**src/data_cache_pkg.sv**
```systemverilog
// Cache geometry, field widths, vector types, request enums and the request and lookup structs.
`default_nettype none

package data_cache_pkg;

    // ------------------------------------------------------------------
    // Geometry.
    // ------------------------------------------------------------------
    localparam int ADDR_WIDTH  = 32;
    localparam int WORD_WIDTH  = 32;
    localparam int SET_COUNT   = 16;
    localparam int WAYS        = 4;
    localparam int BLOCK_WORDS = 4;

    // Derived widths.
    localparam int BYTES_PER_WORD  = WORD_WIDTH / 8;
    localparam int BLOCK_WIDTH     = WORD_WIDTH * BLOCK_WORDS;
    localparam int BYTES_PER_BLOCK = BLOCK_WIDTH / 8;
    localparam int INDEX_WIDTH     = $clog2(SET_COUNT);
    localparam int OFFSET_WIDTH    = $clog2(BLOCK_WORDS);
    localparam int BYTE_OFF_WIDTH  = $clog2(BYTES_PER_WORD);
    localparam int TAG_WIDTH       = ADDR_WIDTH - INDEX_WIDTH - OFFSET_WIDTH - BYTE_OFF_WIDTH;
    localparam int WAY_WIDTH       = $clog2(WAYS);

    // ------------------------------------------------------------------
    // Vector types.
    // ------------------------------------------------------------------
    typedef logic [ADDR_WIDTH-1:0]      addr_t;
    typedef logic [WORD_WIDTH-1:0]      word_t;
    typedef logic [BLOCK_WIDTH-1:0]     block_t;
    typedef logic [TAG_WIDTH-1:0]       tag_t;
    typedef logic [INDEX_WIDTH-1:0]     index_t;
    typedef logic [OFFSET_WIDTH-1:0]    offset_t;
    typedef logic [WAY_WIDTH-1:0]       way_t;
    typedef logic [WAY_WIDTH-1:0]       age_t;    // 0 is the oldest way.
    typedef logic [BYTES_PER_BLOCK-1:0] byte_en_t;

    // Request kind.
    typedef enum logic [1:0] {
        OP_LOAD   = 2'd0,
        OP_STORE  = 2'd1,
        OP_REFILL = 2'd2
    } cache_op_e;

    // Store size.
    typedef enum logic [1:0] {
        SZ_BYTE = 2'd0,
        SZ_HALF = 2'd1,
        SZ_WORD = 2'd2
    } store_size_e;

    // Decoded request, shared by all arrays.
    typedef struct packed {
        logic      valid;
        cache_op_e op;
        tag_t      tag;
        index_t    index;
        offset_t   offset;
        byte_en_t  byte_en;
        block_t    wdata;    // Store data replicated into every lane.
        block_t    block;    // Refill data.
    } cache_req_t;

    // Tag lookup result.
    typedef struct packed {
        logic hit;
        way_t hit_way;
        logic dirty;
    } lookup_t;

endpackage

`default_nettype wire
```
**src/cache_resp_stage.sv**
```systemverilog
// Response stage: word select, response rules and the registered outputs.
`timescale 1ns/1ns
`default_nettype none

module cache_resp_stage (
    input  logic                       clk,
    input  logic                       arstn,
    input  data_cache_pkg::cache_req_t i_req,
    input  data_cache_pkg::lookup_t    i_lookup,
    input  data_cache_pkg::block_t     i_block,
    input  logic                       i_victim_dirty,
    input  logic                       i_victim_valid,
    output logic                       o_resp_valid,
    output logic                       o_hit,
    output logic                       o_dirty,
    output data_cache_pkg::word_t      o_data,
    output data_cache_pkg::block_t     o_block
);

    data_cache_pkg::word_t  sel_word;
    data_cache_pkg::word_t  next_data;
    data_cache_pkg::block_t next_block;
    logic                   next_hit;
    logic                   next_dirty;
    logic                   is_load;
    logic                   is_refill;

    assign sel_word  = i_block[i_req.offset * data_cache_pkg::WORD_WIDTH
                               +: data_cache_pkg::WORD_WIDTH];
    assign is_load   = i_req.valid && (i_req.op == data_cache_pkg::OP_LOAD);
    assign is_refill = i_req.valid && (i_req.op == data_cache_pkg::OP_REFILL);

    // Response rules. Everything reads zero without a request.
    assign next_hit   = i_req.valid && i_lookup.hit;
    assign next_dirty = is_refill ? i_victim_dirty : (i_req.valid && i_lookup.dirty);
    assign next_data  = (is_load && i_lookup.hit) ? sel_word : '0;
    assign next_block = (is_refill && i_victim_valid) ? i_block : '0;

    // ------------------------------------------------------------------
    // Output registers.
    // ------------------------------------------------------------------
    always_ff @(posedge clk or negedge arstn) begin
        if (!arstn) begin
            o_resp_valid <= 1'b0;
            o_hit        <= 1'b0;
            o_dirty      <= 1'b0;
        end else begin
            o_resp_valid <= i_req.valid;
            o_hit        <= next_hit;
            o_dirty      <= next_dirty;
        end
    end

    always_ff @(posedge clk) begin
        o_data  <= next_data;
        o_block <= next_block;
    end

endmodule

`default_nettype wire

```
**config.mk**
```make
export PLATFORM = sky130hd
export DESIGN_NAME = cache_resp_stage
export DESIGN_NICKNAME = d
export VERILOG_FILES = /design/src/data_cache_pkg.sv /design/src/cache_resp_stage.sv
export SDC_FILE = /design/constraint.sdc
export NUM_CORES = 1
export LEC_CHECK = 0
export BUFFER_PORTS_ARGS = -buffer_cell sky130_fd_sc_hd__buf_2
export CORE_AREA = 10 10 229 231
export DETAILED_ROUTE_END_ITERATION = 12
export DIE_AREA = 0 0 239 241
export HOLD_SLACK_MARGIN = 0.03
export SLEW_MARGIN = 20
export SYNTH_ARGS = -nofsm -noshare
export SYNTH_HDL_FRONTEND = slang
export SYNTH_SLANG_ARGS = --single-unit
```
**constraint.sdc**
```tcl
create_clock -name clk -period 0.8 [get_ports clk]
set_input_delay 0.2 -clock clk [delete_from_list [all_inputs] [get_ports clk]]
set_output_delay 0.2 -clock clk [all_outputs]
set_load 0.01 [all_outputs]
```
==> results of run 1 <==
flip-flops by register name, indices dropped and copies added, names as in the netlist:
register      flops
o_hit             1
o_resp_valid      1
o_data           32
o_block         128
o_dirty           1
cells by family after synthesis:
kind of cell,count (synthesis),share of synthesized area (%)
simple gates,165,19.7
flops,163,62.6
mux,33,14.1
buf+inv,27,3.54
layer usage:
metal | up-vias | routed length [um] | global-route usage, %
met5 | - | 0 | 0
met4 | 0 | 893 | 4.55
met3 | 31 | 3570 | 5.66
met2 | 275 | 12600 | 15.0
met1 | 2257 | 10700 | 9.92
li1 | 2180 | - | -
worst paths after layout:
| path | from | endpoint | depth (start not counted) |
|---|---|---|---|
| min | i_req[304] | o_resp_valid | 2 |
| max in group asynchronous | arstn | o_hit | 2 |
| min in group asynchronous | arstn | o_resp_valid | 2 |
| max | o_resp_valid | o_resp_valid | 1 |
per-stage QoR:
step | TNS, ns | std cells | worst slack, ns | power [mW]
after detailed placement | -60.32 | 1317 | -0.594 | 10.0
after global routing | -54.82 | 1461 | -0.425 | 19.5
final | -45.78 | 1461 | -0.363 | 18.7
after CTS | -54.62 | 1462 | -0.415 | 19.0
after floorplan | -31.21 | 388 | -0.367 | 9.14
after global placement | -56.61 | 1317 | -0.569 | 10.0
synth_stat cells (all sizes together):
library cell,count,area share [%]
dfrtp,3,1.4
dfxtp,160,61
and3,33,3.9
buf,7,1.7
nor2,1,0.072
clkbuf,20,1.8
nor2b,2,0.24
mux4,32,14
mux2i,1,0.19
and2,129,15
cell type report:
cell class	instances	area, um^2
Sequential cell	163	3420
Timing Repair Buffer	453	3860
Clock buffer	20	457
Clock inverter	11	118
Tap cell	615	769
Fill cell	5024	37100
Multi-Input combinational cell	198	1820
Antenna cell	1	2.50
placed cells by master (no fill, tap or decap):
master,n
inv_6,4
and2_2,1
buf_6,120
nor2_4,1
nor2b_4,1
dfxtp_1,43
buf_4,32
bufinv_16,1
and2_1,128
clkinv_4,2
inv_8,2
buf_2,180
mux4_2,32
and3_4,8
clkinvlp_4,1
nor2b_1,1
dfxtp_2,117
diode_2,1
dlygate4sd3_1,108
clkinv_2,1
clkbuf_1,1
and3_1,25
mux2i_1,1
clkbuf_8,2
dfrtp_1,3
buf_12,9
buf_16,3
clkbuf_16,18
timing repair:
| item | CTS | global route |
|---|---|---|
| hold buffers | 109 | 0 |
| pin swaps | 0 | 0 |
| gates cloned | 3 | 1 |
| hold endpoints to repair | 111 | 0 |
| setup buffers | 2 | 0 |
| gates resized for setup | 198 | 99 |
| setup endpoints to repair | 190 | 180 |
power groups by stage:
| stage | clock network [mW] | logic, mW | registers (mW) |
|---|---|---|---|
| CTS | 8.46 | 2.17 | 8.33 |
| floorplan | 0 | 0.578 | 8.56 |
| detailed placement | 0 | 1.56 | 8.48 |
| global placement | 0 | 1.54 | 8.48 |
| finish | 8.18 | 2.22 | 8.35 |
| global route | 8.78 | 2.38 | 8.35 |
==> impl_metrics.tcl, run 1 <==
set metrics [dict create \
    antenna_found_initial 2 \
    drc 0 \
    min_path_type "in2reg" \
    ant_nets 0 \
    cp_num_buf_inv 1 \
    io_pins 604 \
    grt_pass1_vias 5461 \
    clock_power_share_pct 43.6 \
    routed_wl_um 27800 \
    grt_max_degree 70 \
    vias 4743 \
    peakVddDrop_mv 1.79 \
    cp_top_family "flip-flops" \
    holdWs_ns 0.0431 \
    clockBufferDepth 2 \
    fp.dieH_um 241 \
    crit_required_ns 0.60 \
    fin_ws_ns -0.363 \
    fmax_mhz 860 \
    start_util_pct 11.0 \
    start_kind "flip-flop" \
    track_usage_pct 9.48 \
    final_max_slew_viol_count 0 \
    power_density_nw_per_um2 1790 \
    tightest_slew_ns 0.286 \
    cts_root_buf "clkbuf_16" \
    ys_ff_latch 163 \
    power.internal_mw 14.2 \
    fp.coreArea_um2 47500 \
    area_growth_pct 99.7 \
    swShare_pct 24.4 \
    hold_viol 0 \
    first_pass_iters 4 \
    dieArea_um2 57600 \
    grt_pass1_wl_um 38100 \
    cts_buffers 17 \
    fin_crit_ns 1.16 \
    rsz0062_at_grt "true" \
    viasPerCell 3.25 \
    drt-initial-drc-count 153 \
    clock_sinks 163 \
    htreeDepth 4 \
    worstSetupPathType "reg2out" \
    violations "setup timing" \
    synth.distinct_cells 17 \
    overflow 0 \
    endpoint_kind "output pin" \
    final_util_pct 22.0 \
    final_nets 1274 \
    worstPathArrival_ns 0.96 \
    syn_avg_cell_area_um2 13.5 \
    routedWlPerCell_um 19.0 \
    routabilityCongestion 0.764 \
    p_leak_nw 4.71 \
    p_seq_share_pct 44.5 \
    maxCapViolCount 0 \
    clkTransAtPathRegs_ns 0.06 \
    die_x_um 239 \
    max_stage_delay_ns 0.38 \
    crit_chain "buf_6" \
    synth_warnings 0 \
    finalCritPeriodShare_pct 145 \
    maxSlewHeadroom_pct 81.0 \
    portBuffers 301 \
    slowest_stage "dfrtp_1" \
    dp_hpwl_um 20500 \
    finalSetupViolations 179 \
    placed_area_um2 7740 \
    final_area_um2 10400 \
    syn_nets 829 \
    synth_area_um2 5230 \
    drive_gt1_share_pct 63.3 \
    combPwrFrac_pct 11.8 \
    seq_area_frac_synth_pct 62.6 \
    status "complete, but fails checks" \
    switchingPower_mw 4.58 \
    synth_cells 388 \
    rows 80 \
    crit_path_max_fanout 1 \
    cts_tree "done" \
]
Note: power is estimated with default switching activity, not from simulation.
==> run 2, diff against run 1 <==
==> constraint.sdc (replaced) <==
create_clock -name clk -period 0.8 [get_ports clk]
set_input_delay 0.08 -clock clk [delete_from_list [all_inputs] [get_ports clk]]
set_output_delay 0.08 -clock clk [all_outputs]
set_load 0.01 [all_outputs]
==> run 2 against run 1 <==
  * The flow still finishes with violations (setup timing)
  * Critical path type unchanged
  * Critical path depth unchanged
  * Maximum frequency up 13%
  * Cell count up 1.5%
  * Combinational power barely moved
  * Non-clock buffer count grew 21
  * Via count grew 3.5%
  * Wire length is 2.0% higher
  * Die area is the same
  * Utilization is 0.45 points higher
  * Power increased by 2.4%
  * Critical endpoint unchanged
==> impl_metrics.tcl, run 2 (synthesized netlist as in run 1, its figures left out) <==
set metrics [dict create \
    drt-initial-drc-count 154 \
    cts_root_buf "clkbuf_16" \
    dp_cells 1315 \
    fin_ws_ns -0.231 \
    holdPathStages 3 \
    routabilityCongestion 0.798 \
    rows 80 \
    dieArea_um2 57600 \
    start_util_pct 11.0 \
    status "complete, but fails checks" \
    crit_required_ns 0.72 \
    p_leak_nw 4.81 \
    routed_wl_um 28300 \
    final_max_slew_viol_count 0 \
    use_met1_pct 10.9 \
    crit_chain "buf_6" \
    maxCapViolCount 0 \
    final_area_um2 10700 \
    rsz0062_at_grt "true" \
    cp_num_buf_inv 1 \
    portBuffers 301 \
    clock_sinks 163 \
    finalCritPeriodShare_pct 129 \
    seq_area_um2 3430 \
    track_usage_pct 9.34 \
    final_util_pct 22.4 \
    routedWlPerCell_um 19.1 \
    io_pins 604 \
    grt_max_degree 43 \
    final_cell_mix "buf_2 (179), dlygate4sd3_1 (133), and2_1 (128)" \
    final_nets 1295 \
    cp_top_family "flip-flops" \
    power.total_mw 19.2 \
    cp.depth 1 \
    htreeDepth 4 \
    min_path_type "in2reg" \
    regMostFlops "o_block" \
    dp_hpwl_um 20800 \
    power_density_nw_per_um2 1800 \
    clkTransAtPathRegs_ns 0.07 \
    layout_commonest_cell "buf_2" \
    grt_pass1_wl_um 38200 \
    hold_viol 0 \
    die_x_um 239 \
    placed_area_um2 7740 \
    worstSetupPathType "reg2out" \
    finalSetupViolations 163 \
    largest_registers "o_block x128, o_data x32" \
    crit_path_max_fanout 1 \
    slowest_stage "dfrtp_1" \
    worstPathArrival_ns 0.95 \
    area_growth_pct 104 \
    viasPerCell 3.31 \
    cts_tree "done" \
    drc 0 \
    clockBufferDepth 2 \
    fin_cells 1483 \
    multi_input_area_um2 1800 \
    start_kind "flip-flop" \
    post_cts_buffers 0 \
    overflow 0 \
    largest_register_ffs 128 \
    violations "setup timing" \
    fmax_mhz 970 \
    use_met2_pct 14.3 \
    fp.dieH_um 241 \
    min-delay-start "i_block[23]" \
    first_pass_iters 4 \
    peakVddDrop_mv 1.74 \
    grt_pass1_vias 5525 \
    busiest_layer "met2" \
    ant_nets 0 \
    fin_crit_ns 1.03 \
    max_stage_delay_ns 0.38 \
    tightest_slew_ns 0.337 \
    fillers 4998 \
    crit_start "o_resp_valid" \
    fp.coreArea_um2 47500 \
    antenna_found_initial 7 \
    maxSlewHeadroom_pct 77.5 \
    use_met3_pct 4.48 \
    drive_gt1_share_pct 61.1 \
    cts_buffers 17 \
    vias 4911 \
    endpoint_kind "output pin" \
]
-- run 2: power by group --
part | internal, mW | total, mW | switching [mW]
Clock | 4.80 | 8.60 | 3.80
Combinational | 1.40 | 2.24 | 0.848
Sequential | 8.28 | 8.35 | 0.0681
-- run 2: layout make-up --
| type | instances | share of cell area [%] |
|---|---|---|
| well taps | 615 | 7.22 |
| multi-input cells | 198 | 16.9 |
| repair buffers | 474 | 38.0 |
| flip-flops and latches | 163 | 32.2 |
| clock inverters | 13 | 1.56 |
| clock buffers | 19 | 4.15 |
| diodes | 1 | 0.0235 |
-- run 2: path summary, 6_finish.rpt --
path                       slack [ns]           end
worst max-delay path            -0.23  o_resp_valid
worst min-delay path             0.07    o_data[23]
max in group asynchronous        0.10       o_dirty
min in group asynchronous        0.53  o_resp_valid
-- run 2: metrics by stage --
| step | hold WS (ns) | TNS [ns] | worst slack [ns] |
|---|---|---|---|
| final | 0.0722 | -27.35 | -0.231 |
| after detailed placement | -0.109 | -47.94 | -0.489 |
| after global placement | -0.111 | -44.98 | -0.493 |
| after global routing | 0.0569 | -34.94 | -0.282 |
| after CTS | 0.0258 | -36.78 | -0.288 |
| after floorplan | -0.216 | -12.84 | -0.247 |
-- run 2: routing by layer --
| metal | up-vias | wire, um |
|---|---|---|
| li1 | 2228 | - |
| met1 | 2401 | 12100 |
| met2 | 243 | 12800 |
| met3 | 35 | 2840 |
| met4 | 4 | 517 |
| met5 | - | 27 |
-- run 2: what timing repair did --
| item | CTS | global route |
|---|---|---|
| endpoints found under the hold margin | 139 | 9 |
| gates cloned | 0 | 2 |
| hold buffers | 133 | 9 |
| endpoints found under the setup margin | 163 | 191 |
| pin swaps | 0 | 0 |
| gates resized for setup | 152 | 115 |
==> run 3, diff against run 2 <==
CORE_AREA = 10 10 230 232   (was 10 10 229 231)
DIE_AREA = 0 0 240 242   (was 0 0 239 241)
==> run 3 against run 2 <==
  * Power fell by 1.5%
  * Critical path type unchanged
  * Die area rose by 0.84%
  * Combinational power barely moved
  * Clock-buffer cell count fell by 2
  * Cell count rose by 0.20%
  * The flow still finishes with violations (setup timing)
  * Non-clock buffer count fell by 3
  * Sequential cell count did not move
  * Hold slack got worse by 0.030 ns
  * Critical path depth did not move
  * Global-route usage fell by 0.53 points
==> impl_metrics.tcl, run 3 (synthesized netlist as in run 1, its figures left out) <==
set metrics [dict create \
    start_kind "flip-flop" \
    final_nets 1292 \
    slowest_stage "dfrtp_1" \
    routabilityCongestion 0.754 \
    cp_top_family "flip-flops" \
    grt_pass1_vias 5422 \
    dp_cells 1322 \
    rsz0062_at_grt "true" \
    clockBufferDepth 2 \
    min_path_type "in2reg" \
    layout_commonest_cell "buf_2" \
    die_x_um 240 \
    whs_endpoint "o_data[8]" \
    post_cts_buffers 0 \
    clock_sinks 163 \
    start_util_pct 10.8 \
    crit_path_max_fanout 1 \
    portBuffers 301 \
    htreeDepth 4 \
    routedWlPerCell_um 18.1 \
    fin_cells 1486 \
    worstPathArrival_ns 1.03 \
    tightest_slew_ns 0.196 \
    viasPerCell 3.29 \
    min-delay-start "i_block[8]" \
    finalCritPeriodShare_pct 138 \
    violations "setup timing" \
    cts_tree "done" \
    dieArea_um2 58100 \
    drive_gt1_share_pct 62.5 \
    status "complete, but fails checks" \
    finalSetupViolations 164 \
    holdPathStages 3 \
    fin_ws_ns -0.307 \
    drt-initial-drc-count 150 \
    regMostFlops "o_block" \
    endpoint_kind "output pin" \
    track_usage_pct 8.81 \
    worstSetupPathType "reg2out" \
    first_pass_iters 5 \
    cts_buffers 17 \
    fp.coreArea_um2 48400 \
    drc 0 \
    largest_register_ffs 128 \
    dp_hpwl_um 19100 \
    diodes 0 \
    fp.dieH_um 242 \
    vias 4894 \
    overflow 0 \
    power_density_nw_per_um2 1770 \
    power.total_mw 18.9 \
    grt_pass1_wl_um 36600 \
    final_util_pct 22.1 \
    maxSlewHeadroom_pct 86.6 \
    fmax_mhz 903 \
    fin_crit_ns 1.11 \
    antenna_found_initial 0 \
    cts_root_buf "clkbuf_16" \
    routed_wl_um 26800 \
    largest_registers "o_block x128, o_data x32" \
    maxCapViolCount 0 \
    ant_nets 0 \
    cp_num_buf_inv 1 \
    final_cell_mix "buf_2 (170), dlygate4sd3_1 (131), buf_6 (131)" \
    clkTransAtPathRegs_ns 0.08 \
    p_leak_nw 4.77 \
    hold_viol 0 \
    crit_chain "buf_6" \
    final_max_slew_viol_count 0 \
    grt_max_degree 53 \
    crit_required_ns 0.72 \
    io_pins 604 \
    max_stage_delay_ns 0.41 \
    area_growth_pct 104 \
    rows 81 \
    peakVddDrop_mv 1.99 \
]
-- run 3: cell count changes in the layout (fill, tap and decap cells not counted), sizes merged --
| cell | change |
|---|---|
| bufinv | -2 |
| clkbuf | -3 |
| clkinv | +3 |
| clkinvlp | +1 |
| diode | -1 |
| dlygate4sd3 | -2 |
-- run 3: per-stage QoR --
stage          worst slack, ns  setup TNS, ns  hold WS, ns  instance area, um^2
6_report                -0.307         -31.28       0.0425                10700
5_1_grt                 -0.364         -38.67       0.0268                10700
4_1_cts                 -0.353         -41.50       0.0247                10200
3_5_place_dp            -0.487         -51.21       -0.113                 7740
3_3_place_gp            -0.455         -46.62       -0.120                 7740
2_1_floorplan           -0.247         -12.84       -0.216                 5390
-- run 3: metal layers --
metal | vias up | routed length, um | part of all wire [%] | GRT usage (%)
li1 | 2225 | - | - | -
met1 | 2382 | 11300 | 42 | 9.89
met2 | 266 | 12200 | 46 | 13.9
met3 | 21 | 2880 | 11 | 4.63
met4 | 0 | 476 | 1.8 | 3.20
met5 | - | 0 | 0 | 0
-- run 3: area by class of cell --
type,count,area [um^2]
fill,5079,37800
timing repair buffer,471,4050
sequential,163,3440
multi-input combinational,198,1820
tap,622,778
clock buffer,17,425
clock inverter,15,184
-- run 3: worst max-delay path by stage --
stage / startpoint / slack, ns / to / cells after the start
2_1_floorplan: i_req[272] / -0.25 / o_data[22] / 4
3_3_place_gp: i_req[272] / -0.46 / o_data[31] / 4
3_5_place_dp: i_req[272] / -0.49 / o_data[19] / 4
4_1_cts: o_hit / -0.35 / o_hit / 1
5_1_grt: o_hit / -0.36 / o_hit / 1
6_report: o_hit / -0.31 / o_hit / 1
-- run 3: timing repair --
item	4_1_cts	5_1_grt
gates cloned	0	1
setup endpoints to repair	163	192
gates resized for setup	159	124
endpoints found under the hold margin	160	66
hold buffers	131	65
-- run 3: report_power, final --
part           total, mW  switching (mW)  internal [mW]
registers           8.35          0.0746           8.28
clock network       8.33            4.10           4.23
logic               2.22           0.824           1.39
total               18.9            5.00           13.9
